`config.mk`:
```
export PLATFORM = sky130hd
export DESIGN_NAME = commit_trace_top
export DESIGN_NICKNAME = d
export VERILOG_FILES = /design/src/source/commit_trace_pkg.sv /design/src/source/trace_port_reg.sv /design/src/source/pc_fifo.sv /design/src/source/rr_arbiter.sv /design/src/source/retire_counters.sv /design/src/source/commit_trace_top.sv
export SDC_FILE = /design/constraint.sdc
export NUM_CORES = 2
export LEC_CHECK = 0
export BUFFER_PORTS_ARGS = -buffer_cell sky130_fd_sc_hd__buf_4
export CORE_UTILIZATION = 55
export CTS_BUF_LIST = sky130_fd_sc_hd__clkbuf_2 sky130_fd_sc_hd__clkbuf_4 sky130_fd_sc_hd__clkbuf_8
export DETAILED_ROUTE_END_ITERATION = 16
export PLACE_DENSITY = 0.75
export SLEW_MARGIN = 20
export SYNTH_ARGS = -nofsm -noshare
export SYNTH_HDL_FRONTEND = slang
export SYNTH_SLANG_ARGS = --single-unit
export TNS_END_PERCENT = 5
```
`constraint.sdc`:
```
create_clock -name clk_i -period 8.6 [get_ports clk_i]
set_input_delay 1.72 -clock clk_i [delete_from_list [all_inputs] [get_ports clk_i]]
set_output_delay 1.72 -clock clk_i [all_outputs]
set_load 0.05 [all_outputs]
```
`src/source/commit_trace_pkg.sv`:
```
// --------------------
// Commit trace package
// Widths, privilege levels, the per-port trace record
// and the retirement counter addresses
// --------------------
package commit_trace_pkg;

  // Data and PC width
  localparam int unsigned XLEN      = 64;
  localparam int unsigned CNT_WIDTH = 64;

  typedef logic [XLEN-1:0] pc_t;
  // Top bit set marks an interrupt
  typedef logic [XLEN-1:0] cause_t;
  typedef logic [31:0]     insn_t;

  typedef enum logic [1:0] {
    PRIV_LVL_U = 2'd0,
    PRIV_LVL_S = 2'd1,
    PRIV_LVL_M = 2'd3
  } priv_lvl_t;

  // One retirement per port, 197 bits
  typedef struct packed {
    logic      valid;
    pc_t       iaddr;
    insn_t     insn;
    priv_lvl_t priv;
    logic      exception;
    logic      interrupt;
    cause_t    cause;
    insn_t     tval;
  } trace_rec_t;

  // Counter bank addresses
  typedef enum logic [1:0] {
    CNT_CYCLE     = 2'd0,
    CNT_INSTR     = 2'd1,
    CNT_EXCEPTION = 2'd2,
    CNT_INTERRUPT = 2'd3
  } cnt_sel_t;

endpackage

```
`src/source/trace_port_reg.sv`:
```
// --------------------
// Trace port register
// Classifies one commit port and registers its record
// --------------------
`timescale 1ns/1ps

module trace_port_reg import commit_trace_pkg::*; (
  input  logic       clk_i,
  input  logic       rst_ni,
  input  logic       ack_i,
  input  pc_t        pc_i,
  input  logic       ex_valid_i,
  input  cause_t     cause_i,
  input  insn_t      tval_i,
  input  priv_lvl_t  priv_lvl_i,
  output trace_rec_t trace_o
);

  logic      valid_q, exception_q, interrupt_q;
  pc_t       iaddr_q;
  insn_t     tval_q;
  priv_lvl_t priv_q;
  cause_t    cause_q;

  // Classification flags
  always_ff @(posedge clk_i or negedge rst_ni) begin
    if (!rst_ni) begin
      valid_q     <= 1'b0;
      exception_q <= 1'b0;
      interrupt_q <= 1'b0;
    end else begin
      valid_q     <= ack_i & ~ex_valid_i;
      exception_q <= ack_i & ex_valid_i & ~cause_i[XLEN-1];
      interrupt_q <= ack_i & ex_valid_i & cause_i[XLEN-1];
    end
  end

  // Record payload, sampled every cycle
  always_ff @(posedge clk_i) begin
    iaddr_q <= pc_i;
    tval_q  <= tval_i;
    priv_q  <= priv_lvl_i;
    cause_q <= cause_i;
  end

  // Trap value doubles as the instruction word
  assign trace_o.valid     = valid_q;
  assign trace_o.iaddr     = iaddr_q;
  assign trace_o.insn      = tval_q;
  assign trace_o.priv      = priv_q;
  assign trace_o.exception = exception_q;
  assign trace_o.interrupt = interrupt_q;
  assign trace_o.cause     = cause_q;
  assign trace_o.tval      = tval_q;

endmodule

```
`src/source/pc_fifo.sv`:
```
// --------------------
// Generic FIFO
// Circular buffer with read and write pointers and a count
// --------------------
`timescale 1ns/1ps

module pc_fifo #(
  parameter type         payload_t = logic [63:0],
  parameter int unsigned Depth     = 16
) (
  input  logic     clk_i,
  input  logic     rst_ni,
  input  logic     push_i,
  input  payload_t data_i,
  input  logic     pop_i,
  output payload_t data_o,
  output logic     empty_o,
  output logic     full_o
);

  localparam int unsigned PtrWidth = (Depth > 1) ? $clog2(Depth) : 1;
  localparam int unsigned CntWidth = $clog2(Depth + 1);

  payload_t              mem_q [Depth];
  logic [PtrWidth-1:0]   rd_ptr_q, wr_ptr_q;
  logic [CntWidth-1:0]   count_q;
  logic                  do_push, do_pop;

  assign empty_o = (count_q == '0);
  assign full_o  = (count_q == CntWidth'(Depth));

  // A push into a full queue is lost
  assign do_push = push_i & ~full_o;
  assign do_pop  = pop_i & ~empty_o;

  assign data_o = mem_q[rd_ptr_q];

  always_ff @(posedge clk_i or negedge rst_ni) begin
    if (!rst_ni) begin
      rd_ptr_q <= '0;
      wr_ptr_q <= '0;
      count_q  <= '0;
    end else begin
      if (do_push) begin
        wr_ptr_q <= (wr_ptr_q == PtrWidth'(Depth - 1)) ? '0 : wr_ptr_q + 1'b1;
      end
      if (do_pop) begin
        rd_ptr_q <= (rd_ptr_q == PtrWidth'(Depth - 1)) ? '0 : rd_ptr_q + 1'b1;
      end
      if (do_push && !do_pop) begin
        count_q <= count_q + 1'b1;
      end else if (do_pop && !do_push) begin
        count_q <= count_q - 1'b1;
      end
    end
  end

  // Storage
  always_ff @(posedge clk_i) begin
    if (do_push) begin
      mem_q[wr_ptr_q] <= data_i;
    end
  end

endmodule

```
`src/source/rr_arbiter.sv`:
```
// --------------------
// Round-robin arbiter
// Grants one requester per cycle and passes its payload
// --------------------
`timescale 1ns/1ps

module rr_arbiter #(
  parameter int unsigned NumIn     = 2,
  parameter type         payload_t = logic [63:0]
) (
  input  logic              clk_i,
  input  logic              rst_ni,
  input  logic [NumIn-1:0]  req_i,
  input  payload_t          data_i [NumIn],
  output logic [NumIn-1:0]  gnt_o,
  output logic              valid_o,
  output payload_t          data_o
);

  localparam int unsigned IdxWidth = (NumIn > 1) ? $clog2(NumIn) : 1;

  logic [IdxWidth-1:0] ptr_q, ptr_d;
  logic [IdxWidth-1:0] gnt_idx;
  logic                found;

  // First request at or after the pointer
  always_comb begin
    int unsigned cand;
    found   = 1'b0;
    gnt_idx = '0;
    gnt_o   = '0;
    for (int unsigned i = 0; i < NumIn; i++) begin
      cand = (32'(ptr_q) + i) % NumIn;
      if (!found && req_i[cand]) begin
        found       = 1'b1;
        gnt_idx     = IdxWidth'(cand);
        gnt_o[cand] = 1'b1;
      end
    end
  end

  assign valid_o = found;
  assign data_o  = data_i[gnt_idx];

  // Pointer moves past the winner
  assign ptr_d = (gnt_idx == IdxWidth'(NumIn - 1)) ? '0 : gnt_idx + 1'b1;

  always_ff @(posedge clk_i or negedge rst_ni) begin
    if (!rst_ni) begin
      ptr_q <= '0;
    end else if (found) begin
      ptr_q <= ptr_d;
    end
  end

endmodule

```
`src/source/retire_counters.sv`:
```
// --------------------
// Retirement counters
// Cycle, instruction, exception and interrupt counts,
// addressed for read and write
// --------------------
`timescale 1ns/1ps

module retire_counters import commit_trace_pkg::*; #(
  parameter int unsigned NrCommitPorts = 2
) (
  input  logic                     clk_i,
  input  logic                     rst_ni,
  input  logic                     debug_mode_i,
  input  logic [NrCommitPorts-1:0] commit_ack_i,
  input  logic [NrCommitPorts-1:0] commit_ex_valid_i,
  input  logic [NrCommitPorts-1:0] commit_irq_i,
  input  cnt_sel_t                 sel_i,
  input  logic                     we_i,
  input  logic [CNT_WIDTH-1:0]     wdata_i,
  output logic [CNT_WIDTH-1:0]     rdata_o
);

  logic [CNT_WIDTH-1:0] cnt_q [4];
  logic [CNT_WIDTH-1:0] cnt_d [4];
  logic [CNT_WIDTH-1:0] n_instr, n_exc, n_irq;

  // Events across all commit ports this cycle
  always_comb begin
    n_instr = '0;
    n_exc   = '0;
    n_irq   = '0;
    for (int unsigned i = 0; i < NrCommitPorts; i++) begin
      n_instr = n_instr + CNT_WIDTH'(commit_ack_i[i] & ~commit_ex_valid_i[i]);
      n_exc   = n_exc
              + CNT_WIDTH'(commit_ack_i[i] & commit_ex_valid_i[i] & ~commit_irq_i[i]);
      n_irq   = n_irq
              + CNT_WIDTH'(commit_ack_i[i] & commit_ex_valid_i[i] & commit_irq_i[i]);
    end
  end

  // --------------------
  // Next counter values
  // --------------------
  always_comb begin
    cnt_d = cnt_q;
    // Counting stops in debug mode
    if (!debug_mode_i) begin
      cnt_d[CNT_CYCLE]     = cnt_q[CNT_CYCLE] + 1'b1;
      cnt_d[CNT_INSTR]     = cnt_q[CNT_INSTR] + n_instr;
      cnt_d[CNT_EXCEPTION] = cnt_q[CNT_EXCEPTION] + n_exc;
      cnt_d[CNT_INTERRUPT] = cnt_q[CNT_INTERRUPT] + n_irq;
    end
    // Write beats the increment
    if (we_i) begin
      cnt_d[sel_i] = wdata_i;
    end
  end

  always_ff @(posedge clk_i or negedge rst_ni) begin
    if (!rst_ni) begin
      for (int unsigned i = 0; i < 4; i++) begin
        cnt_q[i] <= '0;
      end
    end else begin
      cnt_q <= cnt_d;
    end
  end

  assign rdata_o = cnt_q[sel_i];

endmodule

```
`src/source/commit_trace_top.sv`:
```
// --------------------
// Commit trace top level
// Trace records, retired PC stream and retirement counters
// --------------------
`timescale 1ns/1ps

module commit_trace_top import commit_trace_pkg::*; #(
  parameter int unsigned NrCommitPorts = 2,
  parameter int unsigned PcQueueDepth  = 16
) (
  input  logic                                clk_i,
  input  logic                                rst_ni,
  // Commit ports
  input  logic      [NrCommitPorts-1:0]       commit_ack_i,
  input  pc_t       [NrCommitPorts-1:0]       commit_pc_i,
  input  logic      [NrCommitPorts-1:0]       commit_ex_valid_i,
  input  cause_t    [NrCommitPorts-1:0]       commit_cause_i,
  input  insn_t     [NrCommitPorts-1:0]       commit_tval_i,
  input  priv_lvl_t                           priv_lvl_i,
  input  logic                                debug_mode_i,
  // Counter access
  input  cnt_sel_t                            cnt_sel_i,
  input  logic                                cnt_we_i,
  input  logic      [CNT_WIDTH-1:0]           cnt_wdata_i,
  // Observation outputs
  output trace_rec_t [NrCommitPorts-1:0]      trace_o,
  output logic                                pc_valid_o,
  output pc_t                                 pc_o,
  output logic      [CNT_WIDTH-1:0]           cnt_rdata_o
);

  logic [NrCommitPorts-1:0] pc_push;
  logic [NrCommitPorts-1:0] pc_pop;
  logic [NrCommitPorts-1:0] pc_empty;
  logic [NrCommitPorts-1:0] cause_irq;
  pc_t                      pc_data [NrCommitPorts];

  // --------------------
  // Per-port trace and PC queue
  // --------------------
  for (genvar i = 0; i < NrCommitPorts; i++) begin : gen_port
    // Only clean retirements enter the PC stream
    assign pc_push[i]   = commit_ack_i[i] & ~commit_ex_valid_i[i];
    assign cause_irq[i] = commit_cause_i[i][XLEN-1];

    trace_port_reg i_trace_port_reg (
      .clk_i      ( clk_i                ),
      .rst_ni     ( rst_ni               ),
      .ack_i      ( commit_ack_i[i]      ),
      .pc_i       ( commit_pc_i[i]       ),
      .ex_valid_i ( commit_ex_valid_i[i] ),
      .cause_i    ( commit_cause_i[i]    ),
      .tval_i     ( commit_tval_i[i]     ),
      .priv_lvl_i ( priv_lvl_i           ),
      .trace_o    ( trace_o[i]           )
    );

    pc_fifo #(
      .payload_t ( pc_t         ),
      .Depth     ( PcQueueDepth )
    ) i_pc_fifo (
      .clk_i   ( clk_i          ),
      .rst_ni  ( rst_ni         ),
      .push_i  ( pc_push[i]     ),
      .data_i  ( commit_pc_i[i] ),
      .pop_i   ( pc_pop[i]      ),
      .data_o  ( pc_data[i]     ),
      .empty_o ( pc_empty[i]    ),
      .full_o  (                )
    );
  end

  // --------------------
  // Retired PC merge
  // --------------------
  rr_arbiter #(
    .NumIn     ( NrCommitPorts ),
    .payload_t ( pc_t          )
  ) i_rr_arbiter (
    .clk_i   ( clk_i      ),
    .rst_ni  ( rst_ni     ),
    .req_i   ( ~pc_empty  ),
    .data_i  ( pc_data    ),
    .gnt_o   ( pc_pop     ),
    .valid_o ( pc_valid_o ),
    .data_o  ( pc_o       )
  );

  retire_counters #(
    .NrCommitPorts ( NrCommitPorts )
  ) i_retire_counters (
    .clk_i             ( clk_i             ),
    .rst_ni            ( rst_ni            ),
    .debug_mode_i      ( debug_mode_i      ),
    .commit_ack_i      ( commit_ack_i      ),
    .commit_ex_valid_i ( commit_ex_valid_i ),
    .commit_irq_i      ( cause_irq         ),
    .sel_i             ( cnt_sel_i         ),
    .we_i              ( cnt_we_i          ),
    .wdata_i           ( cnt_wdata_i       ),
    .rdata_o           ( cnt_rdata_o       )
  );

endmodule

```
# == Word level (Yosys, flattened, before mapping) ==
# Memories as Yosys holds them, arrays and structs flattened.
# Cells that the tools add are included.
# totals
output_inout_bits,523
wordCells,147
ram_bits,2048
reg_bits,611
mem_count,2
# memory_table
memory,words,width,read_ports,rd_ports_with_merged_regs,write_ports,line_no,rtl
gen_port[0].i_pc_fifo.mem_q,16,64,1,0,1,pc_fifo.sv:24,payload_t mem_q [Depth];
gen_port[1].i_pc_fifo.mem_q,16,64,1,0,1,pc_fifo.sv:24,
# op_classes
n_addsub,17
magnitude_cmp,7
eq_ne,6
n_bitwise,36
muxes,38
reduce_logical,17
# op_table
operator,count
2-to-1 mux 256 bit,2
adder 64 bit,6
2-to-1 mux 64 bit,6
bitwise mux 256 bit,1
inverter 1 -> 64 bit,4
AND 1 x 64 -> 64 bit,2
AND 64 x 1 -> 64 bit,2
AND 64 bit,2
binary-select mux 64 bit (select 2 bit),1
demux 64 bit (select 2 bit),1
adder 64 x 1 -> 64 bit (second input constant),1
2-to-1 mux 5 bit,4
adder 4 x 1 -> 4 bit (second input constant),4
== test 4 bit (second input constant),4
2-to-1 mux 4 bit,4
2-to-1 mux 1 bit,15
AND 1 bit,14
adder 5 x 1 -> 5 bit (second input constant),2
== test 5 bit (second input constant),2
logical NOT 5 bit,2
subtractor 5 x 1 -> 5 bit (second input constant),2
logical AND 1 bit,8
inverter 1 bit,8
logical NOT 1 bit,5
other kinds (13),19

# == Depth between registers and ports, before layout ==
# depth
ltp_word,12
mapped_depth,14

# == By module ==
# From an unflattened synthesis, not the netlist that was laid out.
# unflattened
hier_cells,5780
area_unflattened_um2,104111.1
# modules_own_cells
mod,instances,area_each_um2,cells_per_inst,seq_area_each_um2
pc_fifo (gen_port[1].i_pc_fifo),1,40740.3,1870,31074.8
pc_fifo (gen_port[0].i_pc_fifo),1,39090.0,1667,31074.8
retire_counters,1,15972.8,1754,6406.1
trace_port_reg,2,3607.2,203,3318.2
rr_arbiter,1,1058.5,79,25.0
commit_trace_top,1,35.0,4,0.0

# == Worst setup path before layout ==
# Ideal clock, no wire load.
# synth_path
kind,input port to flip-flop
startpoint,input port commit_ack_i[1]
endpoint,memory gen_port[1].i_pc_fifo.mem_q[15][0] in the netlist's numbering (enable)
slack_ns,3.298
arrival_time_ns,4.815
setup_ns,0.486
cell_stages,3
n_path_buf,0
cell_sequence,nor2b_1 -> nand2_1 -> nor2_1
# synth_between
elab_chain_len,4
# synth_rtl
item,line_no,rtl
from (decl),commit_trace_top.sv:14,"input logic [NrCommitPorts-1:0] commit_ack_i,"
AND 1 bit,commit_trace_top.sv:43,assign pc_push[i] = commit_ack_i[i] & ~commit_ex_valid_i[i];
AND 1 bit,pc_fifo.sv:33,assign do_push = push_i & ~full_o;
2-to-1 mux 1 bit,pc_fifo.sv:60,if (do_push) begin
2-to-1 mux 1 bit (not written as such),pc_fifo.sv:61,mem_q[wr_ptr_q] <= data_i;
to (decl),pc_fifo.sv:24,
# Every way passes these cells.

# == Final worst setup path ==
# layout_path
startpoint,register gen_port[0].i_pc_fifo.rd_ptr_q[0]
endpoint,output port pc_o[41]
# layout_between
elab_chain_len,4
# layout_rtl
item,line_no,rtl
from (decl),pc_fifo.sv:25,"logic [PtrWidth-1:0] rd_ptr_q, wr_ptr_q;"
from (signal assigned),pc_fifo.sv:48,rd_ptr_q <= (rd_ptr_q == PtrWidth'(Depth - 1)) ? '0 : rd_ptr_q + 1'b1;
memory (16 x 64 bit),n/a,
2-to-1 mux 64 bit (not written as such) (3 in a row),rr_arbiter.sv:43,assign data_o = data_i[gnt_idx];
to (decl),commit_trace_top.sv:28,"output pc_t pc_o,"
# Every way passes these cells. The select of a mux whose other input is x is not followed.

==> results.md <==
- Antenna violations before repair: 12
- Die W: about 430 um
- Critical path data required time: 6880 ps
- Portion of the clock cycle consumed by the worst path in the final layout: 71.89%
- Mean routed wirelength per cell: between 20 and 30 um
- Cell with the largest stage delay on the worst path: sky130_fd_sc_hd__dfrtp_4
- Critical Path Start Type: flop
- Number of synthesized flops with an enable pin: a little over 2000
- Setup repair after global routing missed its margin: false
- Dominant synthesized flop cell: sky130_fd_sc_hd__edfxtp_1
- Area growth syn-to-layout: 17.18%
- Total gr overflow: 0
- Number of buffers added on ports: 918
- Post-Route Hold Slack: 501.2 ps
- Yosys top cell by area: sky130_fd_sc_hd__edfxtp_1
- Final setup violation count: 0
- Die span in y: 432.6 um
- Highest net fanout along the worst path: 94
- Setup TNS after final layout: 0 ps
- Maximum number of pins on one net before global-route repair: 115
- Slowest Stage Delay on Critical Path: 850 ps
- Count of unresolved DRC violations after routing: 0
- CP top delay family: multiplexers
- Post-placement worst setup slack: 3067 ps
- Proportion of netlist area held by the largest area contributor: 60.32%
- Power Density: between 300 and 400 nW/um^2
- Synthesized instance count: 5210
- Final count of pins violating max slew: 0
- Part of the Yosys area used for sequential elements: between 70% and 80%
- Setup CP Type: flop to primary output
- Relative slew slack: 21.05%
- Outcome: completed
- Number of buffers inserted for hold repair after clock tree synthesis: 0
- Cell occurring most often along the worst timing path: sky130_fd_sc_hd__mux4_2
- Resized Gates After CTS: 0
- Max Buffers Root-to-Sink: 4
- Number of top-level pins: approximately 900
- Sequence of cells on the critical path: buf_12 -> mux4_2 -> mux4_2 -> mux2_2 -> buf_4
- Vias in the first global route: 54974
- Layout filler cell count: 12074
- Number of nets still failing antenna checks after routing: 0
- Clock latency on the worst-skew pair: 1090 ps
- Number of clock sinks: 2659
- DRC marker count from the first detailed-route iteration: 5953
- Starting Density: 55.51%
- Synth async-reset ratio: 10.87%
- Mapped Area: 102000 um^2
- Avg Vias per Cell: between 6 and 7
- Root Driver: sky130_fd_sc_hd__clkbuf_8
- LEAKAGE: 41.22 nW
- Shortest clock period the worst path allows after layout: 6183 ps
- Max Cap Viol: 0
- Maximum clock rate: 161.7 MHz
- Number of placement rows: 157
- Synth warnings: 0
- Placed cells: 8330
- Standard cell core area: 183700 um^2
- Number of buffers created by CTS: 424
- Arrival time of the worst setup path: about 4500 ps
- Area of the multi-input gates: 25190 um^2
- Worst setup slack after layout: 2417 ps
- Post-CTS Setup Bufs: 0
- Number of nets in the synthesized netlist: 5633
- Total of flip-flops plus latches after synthesis: around 2700
- CTS tree: done
- Final GP Congestion: 0.9710
- Endpoint type of the worst setup path: primary output
- GRT Resource Usage Total: 26.81%
- Worst VDD drop: 429.9 uV
- Vias after detailed routing: approximately 55000
- Area used by sequential logic in the layout: about 75000 um^2
- Worst clock skew: between 80 and 90 ps
- Number of distinct library cell variants in the gate-level netlist after synthesis: 57
- Buf/Inv on CP: 2
- Number of nets in the finished design: 6715
- Worst slew pin tran: around 1200 ps
- DRT Wirelength: 252100 um
- HPWL after detailed placement: 148400 um
- Final standard cell utilization of the core: around 65%
- Wire length of the first global-routing pass: 363600 um
- Iteration count of the initial detailed-routing pass: 6
- Share of post-route cells with drive strength above 1: 37.65%
- Cell types with the largest area share after synthesis: sky130_fd_sc_hd__edfxtp_1 60%, sky130_fd_sc_hd__mux4_2 16%, sky130_fd_sc_hd__dfrtp_1 7.1%, sky130_fd_sc_hd__dfxtp_1 6.3%, sky130_fd_sc_hd__xnor2_1 1.1%
- Die ar.: 187100 um^2
- Mean Syn Cell Area: 19.57 um^2
- Hold Path Class: flop to flop
- Number of levels in the clock H-tree: 5
- Clock Pin Slew Worst Setup and Hold Paths: 60 ps
- Final cell count without fillers: 9094
- Total count of hold-check failures in the final report: 0
-- per-stage QoR --
step	power (W)	instance area (um^2)
2_1_floorplan	0.02336	102000
3_3_place_gp	0.02705	111100
3_5_place_dp	0.02717	111100
4_1_cts	0.03778	119400
5_1_grt	0.03869	119500
6_report	0.03739	119500
-- sequential cells by signal, summed over array words and instances, names as in the netlist --
signal	flops
gen_port.i_pc_fifo.count_q	10
gen_port.i_pc_fifo.mem_q	2048
gen_port.i_pc_fifo.rd_ptr_q	8
gen_port.i_pc_fifo.wr_ptr_q	8
gen_port.i_trace_port_reg.cause_q	128
gen_port.i_trace_port_reg.exception_q	2
gen_port.i_trace_port_reg.iaddr_q	128
gen_port.i_trace_port_reg.interrupt_q	2
gen_port.i_trace_port_reg.priv_q	2
gen_port.i_trace_port_reg.tval_q	64
gen_port.i_trace_port_reg.valid_q	2
i_retire_counters.cnt_q	256
i_rr_arbiter.ptr_q	1
-- per-layer routing --
layer	track usage (%)	routed length, um	share of wire [%]	vias up
li1	-	-	-	22952
met1	36.06	95290	38	28369
met2	43.61	125700	50	2873
met3	5.143	21650	8.6	493
met4	10.51	9387	3.7	12
met5	0	88	0.035	-
-- logic make-up (layout without fill, tap and decap cells) --
family                     count (synthesis)  after routing  synth area share, %
muxes                                    787            787                16.46
AOI/OAI and AO/OA                        285            285                1.428
and+or+nand+nor                          836            836                4.100
adders and majority gates                 27             27               0.3682
xor gates and xnor gates                 259            259                2.225
DFF                                     2659           2659                73.74
other                                      0             13                    0
buffers and inverters                    357           1764                1.681
-- cells in the mapped netlist, types with 30 or more instances --
cell	count
sky130_fd_sc_hd__mux2_2	75
sky130_fd_sc_hd__buf_2	46
sky130_fd_sc_hd__dfrtp_1	289
sky130_fd_sc_hd__nor2_1	153
sky130_fd_sc_hd__edfxtp_1	2048
sky130_fd_sc_hd__o21ai_0	170
sky130_fd_sc_hd__xnor2_1	131
sky130_fd_sc_hd__and2_1	43
sky130_fd_sc_hd__mux4_2	703
sky130_fd_sc_hd__and3_1	54
sky130_fd_sc_hd__dfxtp_1	322
sky130_fd_sc_hd__nand2_1	258
sky130_fd_sc_hd__nor3_1	46
sky130_fd_sc_hd__inv_1	30
sky130_fd_sc_hd__buf_4	72
sky130_fd_sc_hd__a21oi_1	98
sky130_fd_sc_hd__clkbuf_1	183
sky130_fd_sc_hd__xor2_1	128
sky130_fd_sc_hd__nand3_1	105
sky130_fd_sc_hd__nand4_1	79
-- worst paths after layout --
check                                                   end  slack, ps  depth (start not counted)                               from
setup reg to reg           gen_port[0].i_pc_fifo.count_q[4]       5280                         12   gen_port[1].i_pc_fifo.count_q[0]
min in group asynchronous       i_retire_counters.cnt_q[80]        740                          1                             rst_ni
setup / recovery                                   pc_o[41]       2420                          5  gen_port[0].i_pc_fifo.rd_ptr_q[0]
hold reg to reg            gen_port[0].i_pc_fifo.count_q[4]        500                          1   gen_port[0].i_pc_fifo.count_q[4]
max in group asynchronous      i_retire_counters.cnt_q[249]       6380                          2                             rst_ni
hold / removal             gen_port[0].i_pc_fifo.count_q[4]        500                          1   gen_port[0].i_pc_fifo.count_q[4]
-- where the power goes --
part | internal [W] | total (W) | switching (W)
Clock | 0.00586 | 0.0106 | 0.00478
Combinational | 0.00483 | 0.0112 | 0.00636
Sequential | 0.0147 | 0.0156 | 0.000900
-- cells in the final DEF (no fill, tap or decap), drive strengths merged, types with 16 or more instances in the layout --
cell type / Yosys / layout
and4: 16 / 16
nor4: 25 / 25
dfrtp: 289 / 289
nor2: 153 / 153
buf: 143 / 983
mux4: 704 / 704
nand3: 106 / 106
a21oi: 98 / 98
ha: 22 / 22
mux2: 75 / 75
nand4: 81 / 81
xor2: 128 / 128
and3: 56 / 56
inv: 30 / 34
xnor2: 131 / 131
and2: 44 / 44
dfxtp: 322 / 322
edfxtp: 2048 / 2048
o21ai: 173 / 173
nor3: 47 / 47
nand2: 258 / 258
clkinv: 0 / 124
clkbuf: 183 / 609
-- final cells by class --
cell class / instances / area share (%)
Multi-Input combinational cell: 2194 / 21.08
Antenna cell: 13 / 0.02723
Clock buffer: 609 / 6.220
Timing Repair Buffer: 983 / 6.281
Sequential cell: 2659 / 62.95
Inverter: 30 / 0.09426
Tap cell: 2464 / 2.581
Clock inverter: 142 / 0.7635
No activity file was read; power rests on OpenSTA's default activity.
